<file path="config.mk">
export PLATFORM = sky130hd
export DESIGN_NAME = masku_top
export DESIGN_NICKNAME = d
export VERILOG_FILES = /design/src/verilog/masku_pkg.sv /design/src/verilog/masku_collector.sv /design/src/verilog/masku_lane_slice.sv /design/src/verilog/masku_sequencer.sv /design/src/verilog/masku_top.sv
export VERILOG_INCLUDE_DIRS = /design/src /design/src/include
export SDC_FILE = /design/constraint.sdc
export NUM_CORES = 2
export LEC_CHECK = 0
export BUFFER_PORTS_ARGS = -buffer_cell sky130_fd_sc_hd__buf_2
export CORE_AREA = 2 2 444 446
export DETAILED_ROUTE_END_ITERATION = 6
export DIE_AREA = 0 0 446 448
export GPL_TIMING_DRIVEN = 0
export PLACE_DENSITY = 0.53
export SKIP_CTS_REPAIR_TIMING = 1
export SYNTH_ARGS = -nofsm -noshare
export SYNTH_HDL_FRONTEND = slang
export SYNTH_SLANG_ARGS = --single-unit
</file>
<file path="constraint.sdc">
create_clock -name clk_i -period 14.5 [get_ports clk_i]
set_input_delay 2.175 -clock clk_i [delete_from_list [all_inputs] [get_ports clk_i]]
set_output_delay 2.175 -clock clk_i [all_outputs]
set_load 0.01 [all_outputs]
</file>
<file path="src/include/masku_config.svh">
// Sizing macros for the mask unit; include wherever lane count or widths are needed
`ifndef MASKU_CONFIG_SVH
`define MASKU_CONFIG_SVH

//////////////////////////////
// Datapath geometry
//////////////////////////////

// Lanes working side by side on one operand beat
`define MASKU_NR_LANES 4

// Bits per lane word
`define MASKU_ELEN 64

//////////////////////////////
// Counter and id widths
//////////////////////////////

// vl and remaining-bit counters
`define MASKU_VL_W 12

// Instruction id carried through to done
`define MASKU_ID_W 3

// Scalar result returned by vcpop
`define MASKU_XLEN 64

`endif

</file>
<file path="src/verilog/masku_pkg.sv">
// Shared types of the mask unit; refer to them as masku_pkg::name from RTL and testbench
`default_nettype none

`include "masku_config.svh"

package masku_pkg;

  //////////////////////////////
  // Vector types
  //////////////////////////////

  // One lane word and its byte enables
  typedef logic [`MASKU_ELEN-1:0]   lane_word_t;
  typedef logic [`MASKU_ELEN/8-1:0] lane_strb_t;

  // vl and remaining-bit counts
  typedef logic [`MASKU_VL_W-1:0] vlen_t;

  // Instruction id
  typedef logic [`MASKU_ID_W-1:0] insn_id_t;

  // Set bits of one lane word, 0 up to ELEN inclusive
  typedef logic [$clog2(`MASKU_ELEN):0] popcnt_t;

  // Scalar result
  typedef logic [`MASKU_XLEN-1:0] scalar_t;

  // Supported operations
  typedef enum logic {
    MASKU_OP_MERGE,
    MASKU_OP_VCPOP
  } masku_op_e;

  //////////////////////////////
  // Structs
  //////////////////////////////

  // One instruction on the request channel
  typedef struct packed {
    masku_op_e op;
    logic      vm;
    vlen_t     vl;
    insn_id_t  id;
  } masku_req_t;

  // One lane's share of an operand beat
  // a is the mask-logical result, b the old destination, m the mask register
  typedef struct packed {
    lane_word_t a;
    lane_word_t b;
    lane_word_t m;
  } lane_operand_t;

  // Beat control broadcast to every lane
  typedef struct packed {
    masku_op_e op;
    logic      vm;
    vlen_t     remaining;
  } lane_ctrl_t;

  // Sideband that travels next to the lane stage
  typedef struct packed {
    masku_op_e op;
    insn_id_t  id;
    logic      last;
  } beat_info_t;

  // Registered output of one lane
  typedef struct packed {
    lane_word_t wdata;
    lane_strb_t be;
    popcnt_t    popcnt;
  } lane_result_t;

endpackage

`default_nettype wire

</file>
<file path="src/verilog/masku_collector.sv">
// Mask unit back end: drains the lane stage into result beats or the vcpop scalar, flags done
`default_nettype none
`timescale 1ns/1ps

`include "masku_config.svh"

module masku_collector (
  input  wire logic                                        clk_i,
  input  wire logic                                        rst_ni,
  // Lane stage
  input  wire masku_pkg::lane_result_t [`MASKU_NR_LANES-1:0] lane_res_i,
  input  wire masku_pkg::beat_info_t                       beat_info_i,
  input  wire logic                                        stage_valid_i,
  output logic                                             stage_ready_o,
  // Result channel
  output masku_pkg::lane_word_t [`MASKU_NR_LANES-1:0]      res_wdata_o,
  output masku_pkg::lane_strb_t [`MASKU_NR_LANES-1:0]      res_be_o,
  output logic                                             res_valid_o,
  input  wire logic                                        res_ready_i,
  // Scalar channel
  output masku_pkg::scalar_t                               scalar_o,
  output logic                                             scalar_valid_o,
  input  wire logic                                        scalar_ready_i,
  // Completion
  output logic                                             done_o,
  output masku_pkg::insn_id_t                              done_id_o
);

  localparam int unsigned NR_LANES = `MASKU_NR_LANES;

  //////////////////////////////
  // Stage drain
  //////////////////////////////

  logic res_valid_q;
  logic res_last_q;
  logic scalar_valid_q;
  logic res_fire;
  logic scalar_fire;
  logic take;
  logic take_merge;
  logic take_pop;

  masku_pkg::lane_word_t [NR_LANES-1:0] res_wdata_q;
  masku_pkg::lane_strb_t [NR_LANES-1:0] res_be_q;
  masku_pkg::scalar_t                   acc_q;
  masku_pkg::scalar_t                   scalar_q;
  masku_pkg::scalar_t                   beat_sum;
  masku_pkg::insn_id_t                  pend_id_q;
  masku_pkg::insn_id_t                  done_id_q;
  logic                                 done_q;

  assign res_fire    = res_valid_q && res_ready_i;
  assign scalar_fire = scalar_valid_q && scalar_ready_i;

  // Blocked by a stuck result beat or a stuck scalar
  assign stage_ready_o = !(res_valid_q && !res_ready_i) && !(scalar_valid_q && !scalar_ready_i);

  assign take       = stage_valid_i && stage_ready_o;
  assign take_merge = take && (beat_info_i.op == masku_pkg::MASKU_OP_MERGE);
  assign take_pop   = take && (beat_info_i.op == masku_pkg::MASKU_OP_VCPOP);

  // Popcounts of all lanes in this beat
  always_comb begin
    beat_sum = '0;
    for (int l = 0; l < NR_LANES; l++) begin
      beat_sum = beat_sum + masku_pkg::scalar_t'(lane_res_i[l].popcnt);
    end
  end

  //////////////////////////////
  // Control state
  //////////////////////////////

  always_ff @(posedge clk_i or negedge rst_ni) begin
    if (!rst_ni) begin
      res_valid_q    <= 1'b0;
      res_last_q     <= 1'b0;
      scalar_valid_q <= 1'b0;
      acc_q          <= '0;
      done_q         <= 1'b0;
    end else begin
      // Result register refills or empties
      if (take_merge) begin
        res_valid_q <= 1'b1;
        res_last_q  <= beat_info_i.last;
      end else if (res_fire) begin
        res_valid_q <= 1'b0;
      end
      // Scalar rises with the last vcpop beat
      if (take_pop && beat_info_i.last) begin
        scalar_valid_q <= 1'b1;
      end else if (scalar_fire) begin
        scalar_valid_q <= 1'b0;
      end
      // Accumulator clears on the last beat
      if (take_pop) begin
        acc_q <= beat_info_i.last ? '0 : acc_q + beat_sum;
      end
      // One pulse after the last item leaves
      done_q <= (res_fire && res_last_q) || scalar_fire;
    end
  end

  // Payload: result beat, scalar and ids
  always_ff @(posedge clk_i) begin
    if (take_merge) begin
      for (int l = 0; l < NR_LANES; l++) begin
        res_wdata_q[l] <= lane_res_i[l].wdata;
        res_be_q[l]    <= lane_res_i[l].be;
      end
    end
    if (take_pop && beat_info_i.last) begin
      scalar_q <= acc_q + beat_sum;
    end
    // At most one last item waits at a time
    if (take && beat_info_i.last) begin
      pend_id_q <= beat_info_i.id;
    end
    if ((res_fire && res_last_q) || scalar_fire) begin
      done_id_q <= pend_id_q;
    end
  end

  assign res_wdata_o    = res_wdata_q;
  assign res_be_o       = res_be_q;
  assign res_valid_o    = res_valid_q;
  assign scalar_o       = scalar_q;
  assign scalar_valid_o = scalar_valid_q;
  assign done_o         = done_q;
  assign done_id_o      = done_id_q;

endmodule

`default_nettype wire

</file>
<file path="src/verilog/masku_lane_slice.sv">
// One lane of the mask unit: bit enable, merge and popcount, registered per operand beat
`default_nettype none
`timescale 1ns/1ps

`include "masku_config.svh"

module masku_lane_slice #(
  parameter int unsigned LANE_IDX = 0
) (
  input  wire logic                     clk_i,
  input  wire logic                     rst_ni,
  input  wire masku_pkg::lane_ctrl_t    lane_ctrl_i,
  input  wire masku_pkg::lane_operand_t lane_opnd_i,
  input  wire logic                     beat_load_i,
  output masku_pkg::lane_result_t       lane_res_o
);

  localparam int unsigned ELEN  = `MASKU_ELEN;
  localparam int unsigned NR_BYTES = ELEN / 8;
  // First bit of this lane inside the beat
  localparam int unsigned BASE = LANE_IDX * ELEN;

  //////////////////////////////
  // Bit enable
  //////////////////////////////

  masku_pkg::lane_word_t  vl_en;
  masku_pkg::lane_word_t  bit_en;
  masku_pkg::lane_strb_t  byte_en;
  masku_pkg::lane_word_t  count_src;
  masku_pkg::popcnt_t     count;
  masku_pkg::lane_result_t lane_res_d;
  masku_pkg::lane_result_t lane_res_q;

  always_comb begin
    // Bits below the remaining count
    for (int k = 0; k < ELEN; k++) begin
      vl_en[k] = (BASE + k) < lane_ctrl_i.remaining;
    end
    // Masked instructions also need the m bit
    bit_en = lane_ctrl_i.vm ? vl_en : (vl_en & lane_opnd_i.m);
    // A byte is written if any of its bits lies below vl
    for (int j = 0; j < NR_BYTES; j++) begin
      byte_en[j] = |vl_en[8*j +: 8];
    end
  end

  //////////////////////////////
  // Popcount
  //////////////////////////////

  assign count_src = lane_opnd_i.b & bit_en;

  always_comb begin
    count = '0;
    for (int k = 0; k < ELEN; k++) begin
      count = count + masku_pkg::popcnt_t'(count_src[k]);
    end
  end

  // Op picks which part of the result carries data
  always_comb begin
    lane_res_d = '0;
    if (lane_ctrl_i.op == masku_pkg::MASKU_OP_MERGE) begin
      // a where enabled, old destination elsewhere
      lane_res_d.wdata = (lane_opnd_i.a & bit_en) | (lane_opnd_i.b & ~bit_en);
      lane_res_d.be    = byte_en;
    end else begin
      lane_res_d.popcnt = count;
    end
  end

  // Output register, loads with the accepted beat
  always_ff @(posedge clk_i or negedge rst_ni) begin
    if (!rst_ni) begin
      lane_res_q <= '0;
    end else if (beat_load_i) begin
      lane_res_q <= lane_res_d;
    end
  end

  assign lane_res_o = lane_res_q;

endmodule

`default_nettype wire

</file>
<file path="src/verilog/masku_sequencer.sv">
// Mask unit front end: holds one instruction and feeds its operand beats to the lane stage
`default_nettype none
`timescale 1ns/1ps

`include "masku_config.svh"

module masku_sequencer (
  input  wire logic                                       clk_i,
  input  wire logic                                       rst_ni,
  // Request channel
  input  wire masku_pkg::masku_req_t                      req_i,
  input  wire logic                                       req_valid_i,
  output logic                                            req_ready_o,
  // Operand channel
  input  wire masku_pkg::lane_operand_t [`MASKU_NR_LANES-1:0] opnd_i,
  input  wire logic                                       opnd_valid_i,
  output logic                                            opnd_ready_o,
  // Collector can drain the lane stage
  input  wire logic                                       stage_ready_i,
  // Lane stage inputs
  output masku_pkg::lane_ctrl_t                           lane_ctrl_o,
  output masku_pkg::lane_operand_t [`MASKU_NR_LANES-1:0]  lane_opnd_o,
  output logic                                            beat_load_o,
  // Sideband aligned with the lane registers
  output masku_pkg::beat_info_t                           beat_info_o,
  output logic                                            stage_valid_o
);

  // Bits covered by one beat over all lanes
  localparam masku_pkg::vlen_t BEAT_BITS =
    masku_pkg::vlen_t'(`MASKU_NR_LANES * `MASKU_ELEN);

  //////////////////////////////
  // Instruction register
  //////////////////////////////

  // Queue of depth one
  masku_pkg::masku_req_t insn_q;
  logic                  insn_valid_q;
  masku_pkg::vlen_t      remaining_q;
  masku_pkg::vlen_t      remaining_next;

  // Lane stage occupancy and its sideband
  logic                  stage_valid_q;
  masku_pkg::beat_info_t beat_info_q;

  logic req_fire;
  logic beat_last;

  // Free whenever nothing is held, also right after reset
  assign req_ready_o = !insn_valid_q;
  assign req_fire    = req_valid_i && req_ready_o;

  // Stage is empty or drained in this same cycle
  assign opnd_ready_o = insn_valid_q && (!stage_valid_q || stage_ready_i);
  assign beat_load_o  = opnd_valid_i && opnd_ready_o;

  // Last beat once the rest fits into one beat
  assign beat_last = (remaining_q <= BEAT_BITS);

  // Saturating decrement
  assign remaining_next = beat_last ? '0 : remaining_q - BEAT_BITS;

  //////////////////////////////
  // Beat control
  //////////////////////////////

  // Count at the start of the beat goes to the lanes
  assign lane_ctrl_o = '{op: insn_q.op, vm: insn_q.vm, remaining: remaining_q};
  // Lane words go straight to the lane registers
  assign lane_opnd_o = opnd_i;

  assign beat_info_o   = beat_info_q;
  assign stage_valid_o = stage_valid_q;

  always_ff @(posedge clk_i or negedge rst_ni) begin
    if (!rst_ni) begin
      insn_valid_q  <= 1'b0;
      remaining_q   <= '0;
      stage_valid_q <= 1'b0;
    end else begin
      if (req_fire) begin
        insn_valid_q <= 1'b1;
        remaining_q  <= req_i.vl;
      end else if (beat_load_o) begin
        remaining_q <= remaining_next;
        // Release on the edge taking the last beat
        if (beat_last) begin
          insn_valid_q <= 1'b0;
        end
      end
      // Stage fills on a load, empties when the collector takes it
      if (beat_load_o) begin
        stage_valid_q <= 1'b1;
      end else if (stage_ready_i) begin
        stage_valid_q <= 1'b0;
      end
    end
  end

  // Instruction payload and beat sideband
  always_ff @(posedge clk_i) begin
    if (req_fire) begin
      insn_q <= req_i;
    end
    if (beat_load_o) begin
      beat_info_q <= '{op: insn_q.op, id: insn_q.id, last: beat_last};
    end
  end

endmodule

`default_nettype wire

</file>
<file path="src/verilog/masku_top.sv">
// Mask unit top level: sequencer, one slice per lane and the collector
`default_nettype none
`timescale 1ns/1ps

`include "masku_config.svh"

module masku_top (
  input  wire logic                                           clk_i,
  input  wire logic                                           rst_ni,
  // Request channel
  input  wire masku_pkg::masku_req_t                          req_i,
  input  wire logic                                           req_valid_i,
  output logic                                                req_ready_o,
  // Operand channel, one valid for all lanes
  input  wire masku_pkg::lane_operand_t [`MASKU_NR_LANES-1:0] opnd_i,
  input  wire logic                                           opnd_valid_i,
  output logic                                                opnd_ready_o,
  // Result channel
  output masku_pkg::lane_word_t [`MASKU_NR_LANES-1:0]         res_wdata_o,
  output masku_pkg::lane_strb_t [`MASKU_NR_LANES-1:0]         res_be_o,
  output logic                                                res_valid_o,
  input  wire logic                                           res_ready_i,
  // Scalar channel
  output masku_pkg::scalar_t                                  scalar_o,
  output logic                                                scalar_valid_o,
  input  wire logic                                           scalar_ready_i,
  // Completion
  output logic                                                done_o,
  output masku_pkg::insn_id_t                                 done_id_o
);

  localparam int unsigned NR_LANES = `MASKU_NR_LANES;

  //////////////////////////////
  // Internal nets
  //////////////////////////////

  masku_pkg::lane_ctrl_t                   lane_ctrl;
  masku_pkg::lane_operand_t [NR_LANES-1:0] lane_opnd;
  masku_pkg::lane_result_t  [NR_LANES-1:0] lane_res;
  masku_pkg::beat_info_t                   beat_info;
  logic                                    beat_load;
  logic                                    stage_valid;
  logic                                    stage_ready;

  // Instruction and beat control
  masku_sequencer i_sequencer (
    .clk_i         (clk_i),
    .rst_ni        (rst_ni),
    .req_i         (req_i),
    .req_valid_i   (req_valid_i),
    .req_ready_o   (req_ready_o),
    .opnd_i        (opnd_i),
    .opnd_valid_i  (opnd_valid_i),
    .opnd_ready_o  (opnd_ready_o),
    .stage_ready_i (stage_ready),
    .lane_ctrl_o   (lane_ctrl),
    .lane_opnd_o   (lane_opnd),
    .beat_load_o   (beat_load),
    .beat_info_o   (beat_info),
    .stage_valid_o (stage_valid)
  );

  // Lane stage, all slices load together
  for (genvar l = 0; l < NR_LANES; l++) begin : gen_lanes
    masku_lane_slice #(
      .LANE_IDX (l)
    ) i_lane_slice (
      .clk_i       (clk_i),
      .rst_ni      (rst_ni),
      .lane_ctrl_i (lane_ctrl),
      .lane_opnd_i (lane_opnd[l]),
      .beat_load_i (beat_load),
      .lane_res_o  (lane_res[l])
    );
  end

  // Result beats, scalar and done
  masku_collector i_collector (
    .clk_i          (clk_i),
    .rst_ni         (rst_ni),
    .lane_res_i     (lane_res),
    .beat_info_i    (beat_info),
    .stage_valid_i  (stage_valid),
    .stage_ready_o  (stage_ready),
    .res_wdata_o    (res_wdata_o),
    .res_be_o       (res_be_o),
    .res_valid_o    (res_valid_o),
    .res_ready_i    (res_ready_i),
    .scalar_o       (scalar_o),
    .scalar_valid_o (scalar_valid_o),
    .scalar_ready_i (scalar_ready_i),
    .done_o         (done_o),
    .done_id_o      (done_id_o)
  );

endmodule

`default_nettype wire
</file>
==> impl_metrics.xml <==
<?xml version="1.0" encoding="UTF-8"?>
<metrics>
  <group name="status">
    <metric name="status" unit="">completed</metric>
  </group>
  <group name="setup_path">
    <metric name="critPathSlowestCell" unit="">sky130_fd_sc_hd__clkbuf_1</metric>
    <metric name="timing.critical_path.to_type" unit="">flip-flop</metric>
    <metric name="crit_arrival" unit="ns">10.89</metric>
    <metric name="cp_data_required_time" unit="ns">15.10</metric>
    <metric name="worstRegToRegCells" unit="">24</metric>
    <metric name="critical_path_class" unit="">reg2reg</metric>
    <metric name="cpMostUsedCell" unit="">sky130_fd_sc_hd__fa_1</metric>
    <metric name="critical_path.startpoint_type" unit="">flip-flop</metric>
    <metric name="crit_path_cell_trace" unit="">clkbuf_1, nor2_2, nand2_1, clkbuf_1, buf_1, o221ai_1, fa_1, fa_1, fa_1, fa_1, fa_1, fa_1, fa_1, inv_1, fa_1, fa_1, inv_1, fa_1, nor2b_1, o21ai_0, nand2b_1, a21o_1, a21oi_1, o21ai_0</metric>
    <metric name="crit_fanout" unit="">10</metric>
    <metric name="critical-path-max-stage-delay" unit="ns">0.87</metric>
  </group>
  <group name="global_routing">
    <metric name="first_global_vias" unit="">38800</metric>
    <metric name="grt.met3_usage" unit="%">6.08</metric>
    <metric name="globalRoute.busiestLayer" unit="">met2</metric>
    <metric name="pin_count_of_the_biggest_net_entering_global_routing" unit="">97</metric>
    <metric name="grt_antenna_before_repair" unit="">84</metric>
    <metric name="grt_util_met2" unit="%">43.8</metric>
    <metric name="grt_usage" unit="%">26.8</metric>
    <metric name="overflow" unit="">0</metric>
    <metric name="grt_pass1_wl" unit="µm">355000</metric>
    <metric name="gr-usage-met1" unit="%">33.4</metric>
  </group>
  <group name="synth">
    <metric name="synth-adder-area-share" unit="%">13.3</metric>
    <metric name="number_of_standard_cells_after_synthesis" unit="">3963</metric>
    <metric name="post_synth_and_or_nand_nor_area_fraction" unit="%">11.2</metric>
    <metric name="avgSynthCellArea" unit="µm²">10.9</metric>
    <metric name="synth_compound_area_share" unit="%">13.3</metric>
    <metric name="synth_top_family_by_area" unit="">compound AO/OA/AOI/OAI gates</metric>
    <metric name="warnings_synthesis" unit="">0</metric>
    <metric name="syn_area" unit="mm²">0.0430</metric>
    <metric name="synth_nets" unit="">5072</metric>
    <metric name="synth_edf_count" unit="">368</metric>
    <metric name="seq_area_frac_synth" unit="%">48.8</metric>
    <metric name="synth_xor_xnor_area_share" unit="%">1.67</metric>
    <metric name="ys_seq_elements" unit="">766</metric>
    <metric name="synth.area.mux_share" unit="%">6.10</metric>
    <metric name="synth_async_sr_flop_share" unit="%">52.0</metric>
    <metric name="post_synth_num_cell_types" unit="">79</metric>
    <metric name="synth_top_flop_cell" unit="">sky130_fd_sc_hd__dfrtp_1</metric>
  </group>
  <group name="sta">
    <metric name="slew-limit-headroom" unit="%">1.06</metric>
    <metric name="period_needed" unit="ns">10.28</metric>
    <metric name="worst_pin_slew" unit="ns">1.48</metric>
    <metric name="report.final.setup_viol" unit="">0</metric>
    <metric name="unrepaired_setup_endpoints_after_global_routing" unit="">no</metric>
    <metric name="fmax" unit="MHz">97.2</metric>
    <metric name="layout_worst_path_cycle_share" unit="%">70.9</metric>
    <metric name="hold_viol" unit="">0</metric>
    <metric name="report.final.slew_viol_count" unit="">0</metric>
    <metric name="skew" unit="ns">0.0533</metric>
  </group>
  <group name="cts">
    <metric name="clock_tree_from_tritoncts" unit="">built</metric>
    <metric name="root_buffer" unit="">sky130_fd_sc_hd__clkbuf_16</metric>
    <metric name="clk_latency" unit="ns">0.75</metric>
    <metric name="htreeDepth" unit="">3</metric>
    <metric name="cts.sinks" unit="">766</metric>
    <metric name="numCtsBuffers" unit="">97</metric>
    <metric name="clk_pin_slew_worst_paths" unit="ns">0.06</metric>
    <metric name="cts.path.max_buffers" unit="">3</metric>
  </group>
  <group name="drt">
    <metric name="num_vias" unit="">39000</metric>
    <metric name="routed_via_density" unit="">4.93</metric>
    <metric name="drt_pass1_iterations" unit="">6</metric>
    <metric name="drt_drc_violations_left" unit="">0</metric>
    <metric name="drtAntennaViolNets" unit="">0</metric>
    <metric name="initialDrtViolationCount" unit="">3526</metric>
    <metric name="detail_route.wl_per_cell" unit="µm">34.8</metric>
    <metric name="detail_route.wirelength" unit="µm">275000</metric>
  </group>
  <group name="floorplan">
    <metric name="placement_rows" unit="">162</metric>
    <metric name="io_pins" unit="">1151</metric>
    <metric name="floorplan.die.width" unit="µm">446</metric>
    <metric name="fp.dieH" unit="µm">448</metric>
    <metric name="core_area" unit="mm²">0.195</metric>
    <metric name="die-area" unit="mm²">0.200</metric>
    <metric name="initial_core_util" unit="%">22.1</metric>
  </group>
  <group name="layout">
    <metric name="instances_no_fill" unit="">7913</metric>
    <metric name="layout-area-overhead-vs-synth" unit="%">31.3</metric>
    <metric name="regArea" unit="mm²">0.0210</metric>
    <metric name="multi_input_comb_area" unit="mm²">0.0196</metric>
    <metric name="drive_gt1_share" unit="%">28.5</metric>
    <metric name="layout.filler_cells" unit="">20600</metric>
    <metric name="num-nets-final" unit="">6357</metric>
  </group>
  <group name="worst_hold_path">
    <metric name="hold_path_depth" unit="">0</metric>
    <metric name="holdCritPathClass" unit="">reg2reg</metric>
  </group>
  <group name="run">
    <metric name="max_cap_violations" unit="">0</metric>
  </group>
  <group name="place">
    <metric name="io_buffers" unit="">1150</metric>
    <metric name="dpl.hpwl" unit="µm">229000</metric>
    <metric name="gp_congestion" unit="">0.995</metric>
    <metric name="placed_cells" unit="">7691</metric>
  </group>
</metrics>
[metrics by stage]
| stage | instance area (µm²) | setup slack [ns] | hold slack (ns) | utilization (%) | TNS, ns |
|---|---|---|---|---|---|
| final | 56500 | 4.22 | 0.424 | 29.0 | 0 |
| after floorplan | 43000 | 3.62 | 0.400 | - | 0 |
| after global routing | 56500 | 3.73 | 0.430 | 29.0 | 0 |
| after detailed placement | 52800 | 3.97 | 0.411 | 27.2 | 0 |
| after global placement | 52000 | -2.20 | 0.402 | 26.7 | -519.22 |
| after CTS | 56400 | 3.95 | 0.425 | 29.0 | 0 |
[flip-flops by register name (all words and copies together) (netlist names), 2 cells and up]
| register | count |
|---|---|
| gen_lanes.i_lane_slice.lane_res_o | 316 |
| i_collector.res_wdata_o | 256 |
| i_collector.acc_q | 64 |
| i_collector.scalar_o | 64 |
| i_collector.res_be_o | 32 |
| i_sequencer.remaining_q | 12 |
| i_sequencer.beat_info_o | 5 |
| i_collector.done_id_o | 3 |
| i_collector.pend_id_q | 3 |
| i_sequencer.insn_q | 3 |
| i_sequencer.lane_ctrl_o | 2 |
[metal layers]
metal  vias up  part of all wire, %
li1      16500                    -
met1     19900                   40
met2      2102                   48
met3       468                  7.7
met4        12                  4.8
met5         -                0.031
[Yosys cell counts (14+ instances only)]
cell,count,share of area (%)
sky130_fd_sc_hd__mux2i_1,261,6.1
sky130_fd_sc_hd__ha_1,87,2.5
sky130_fd_sc_hd__xor2_1,36,0.73
sky130_fd_sc_hd__a21o_1,20,0.35
sky130_fd_sc_hd__o211ai_1,18,0.31
sky130_fd_sc_hd__nor2_1,218,1.9
sky130_fd_sc_hd__clkbuf_1,216,1.9
sky130_fd_sc_hd__nor3_1,19,0.22
sky130_fd_sc_hd__o22ai_1,33,0.48
sky130_fd_sc_hd__nand2_1,473,4.1
sky130_fd_sc_hd__nand3_1,54,0.63
sky130_fd_sc_hd__a21oi_1,110,1.3
sky130_fd_sc_hd__a22o_1,19,0.39
sky130_fd_sc_hd__o21a_1,26,0.45
sky130_fd_sc_hd__xnor2_1,46,0.94
sky130_fd_sc_hd__nand4_1,23,0.33
sky130_fd_sc_hd__buf_2,17,0.20
sky130_fd_sc_hd__inv_1,388,3.4
sky130_fd_sc_hd__fa_1,231,11
sky130_fd_sc_hd__and2_1,61,0.89
sky130_fd_sc_hd__edfxtp_1,368,26
sky130_fd_sc_hd__o31ai_1,148,2.6
sky130_fd_sc_hd__o221ai_1,128,2.6
sky130_fd_sc_hd__nor2b_1,15,0.22
sky130_fd_sc_hd__or2_2,74,1.1
sky130_fd_sc_hd__o21ai_0,287,3.3
sky130_fd_sc_hd__a31oi_1,14,0.20
sky130_fd_sc_hd__dfrtp_1,398,23
[cell usage in the layout (no fill, tap or decap), drive strengths merged, types with 8 or more instances in the layout]
cell,instances
xnor2,46
xor2,36
clkinv,32
bufinv,18
diode,40
nor2b,15
nand3,59
nand2,474
nor4,13
buf,1218
nor3,19
a32oi,8
and2,62
o21ai,291
ha,87
a21oi,110
a21o,20
fa,231
a22o,19
o31ai,148
o211ai,18
o221a,10
edfxtp,368
or4,12
o221ai,128
a31oi,14
clkbuf,336
dfrtp,398
nand4,25
and3,13
o21a,26
inv,397
o22ai,34
nor2,221
mux2i,261
nand2b,8
or3,12
or2,74
[worst max-delay path: cells and delay by family, from the launching register on]
kind | cells | cell delay, ns
AOI/OAI and AO/OA | 5 | 1.09
adders and majority gates | 10 | 4.97
buffers and inverters | 5 | 2.69
DFF | 1 | 0.46
and+or+nand+nor | 4 | 0.90
[cell families (layout without fill, tap and decap cells)]
logic type	Yosys count	in the layout
AO/OA/AOI/OAI	864	864
XOR/XNOR	82	82
adder cells (fa/ha/maj)	318	318
buffers and inverters	638	2006
flip-flops	766	766
multiplexers	262	262
other	0	40
AND/OR/NAND/NOR	1033	1033
[final cells by class]
class / count / share of cell area, %
flip-flops and latches: 766 / 37.2
multi-input cells: 2559 / 34.7
repair buffers: 1186 / 11.6
well taps: 2542 / 5.63
clock buffers: 118 / 4.67
inverters: 388 / 2.58
plain buffers: 250 / 1.78
clock inverters: 64 / 1.62
diodes: 40 / 0.177
[worst paths after layout]
check	start	slack [ns]	to
max	i_sequencer.remaining_q[5]$_DFFE_PN0P_	4.22	gen_lanes[0].i_lane_slice.lane_res_o[6]$_DFFE_PN0P_
min	i_sequencer.beat_info_o[3]$_DFFE_PP_	0.42	i_collector.pend_id_q[2]$_DFFE_PP_
max reg2reg	i_sequencer.remaining_q[5]$_DFFE_PN0P_	4.22	gen_lanes[0].i_lane_slice.lane_res_o[6]$_DFFE_PN0P_
min reg2reg	i_sequencer.beat_info_o[3]$_DFFE_PP_	0.42	i_collector.pend_id_q[2]$_DFFE_PP_
max in group asynchronous	rst_ni	11.71	gen_lanes[3].i_lane_slice.lane_res_o[78]$_DFFE_PN0P_
min in group asynchronous	rst_ni	1.36	gen_lanes[2].i_lane_slice.lane_res_o[70]$_DFFE_PN0P_
Power is not shown: default switching activity piles up to over one toggle a cycle in this logic, so the estimate is an artifact.
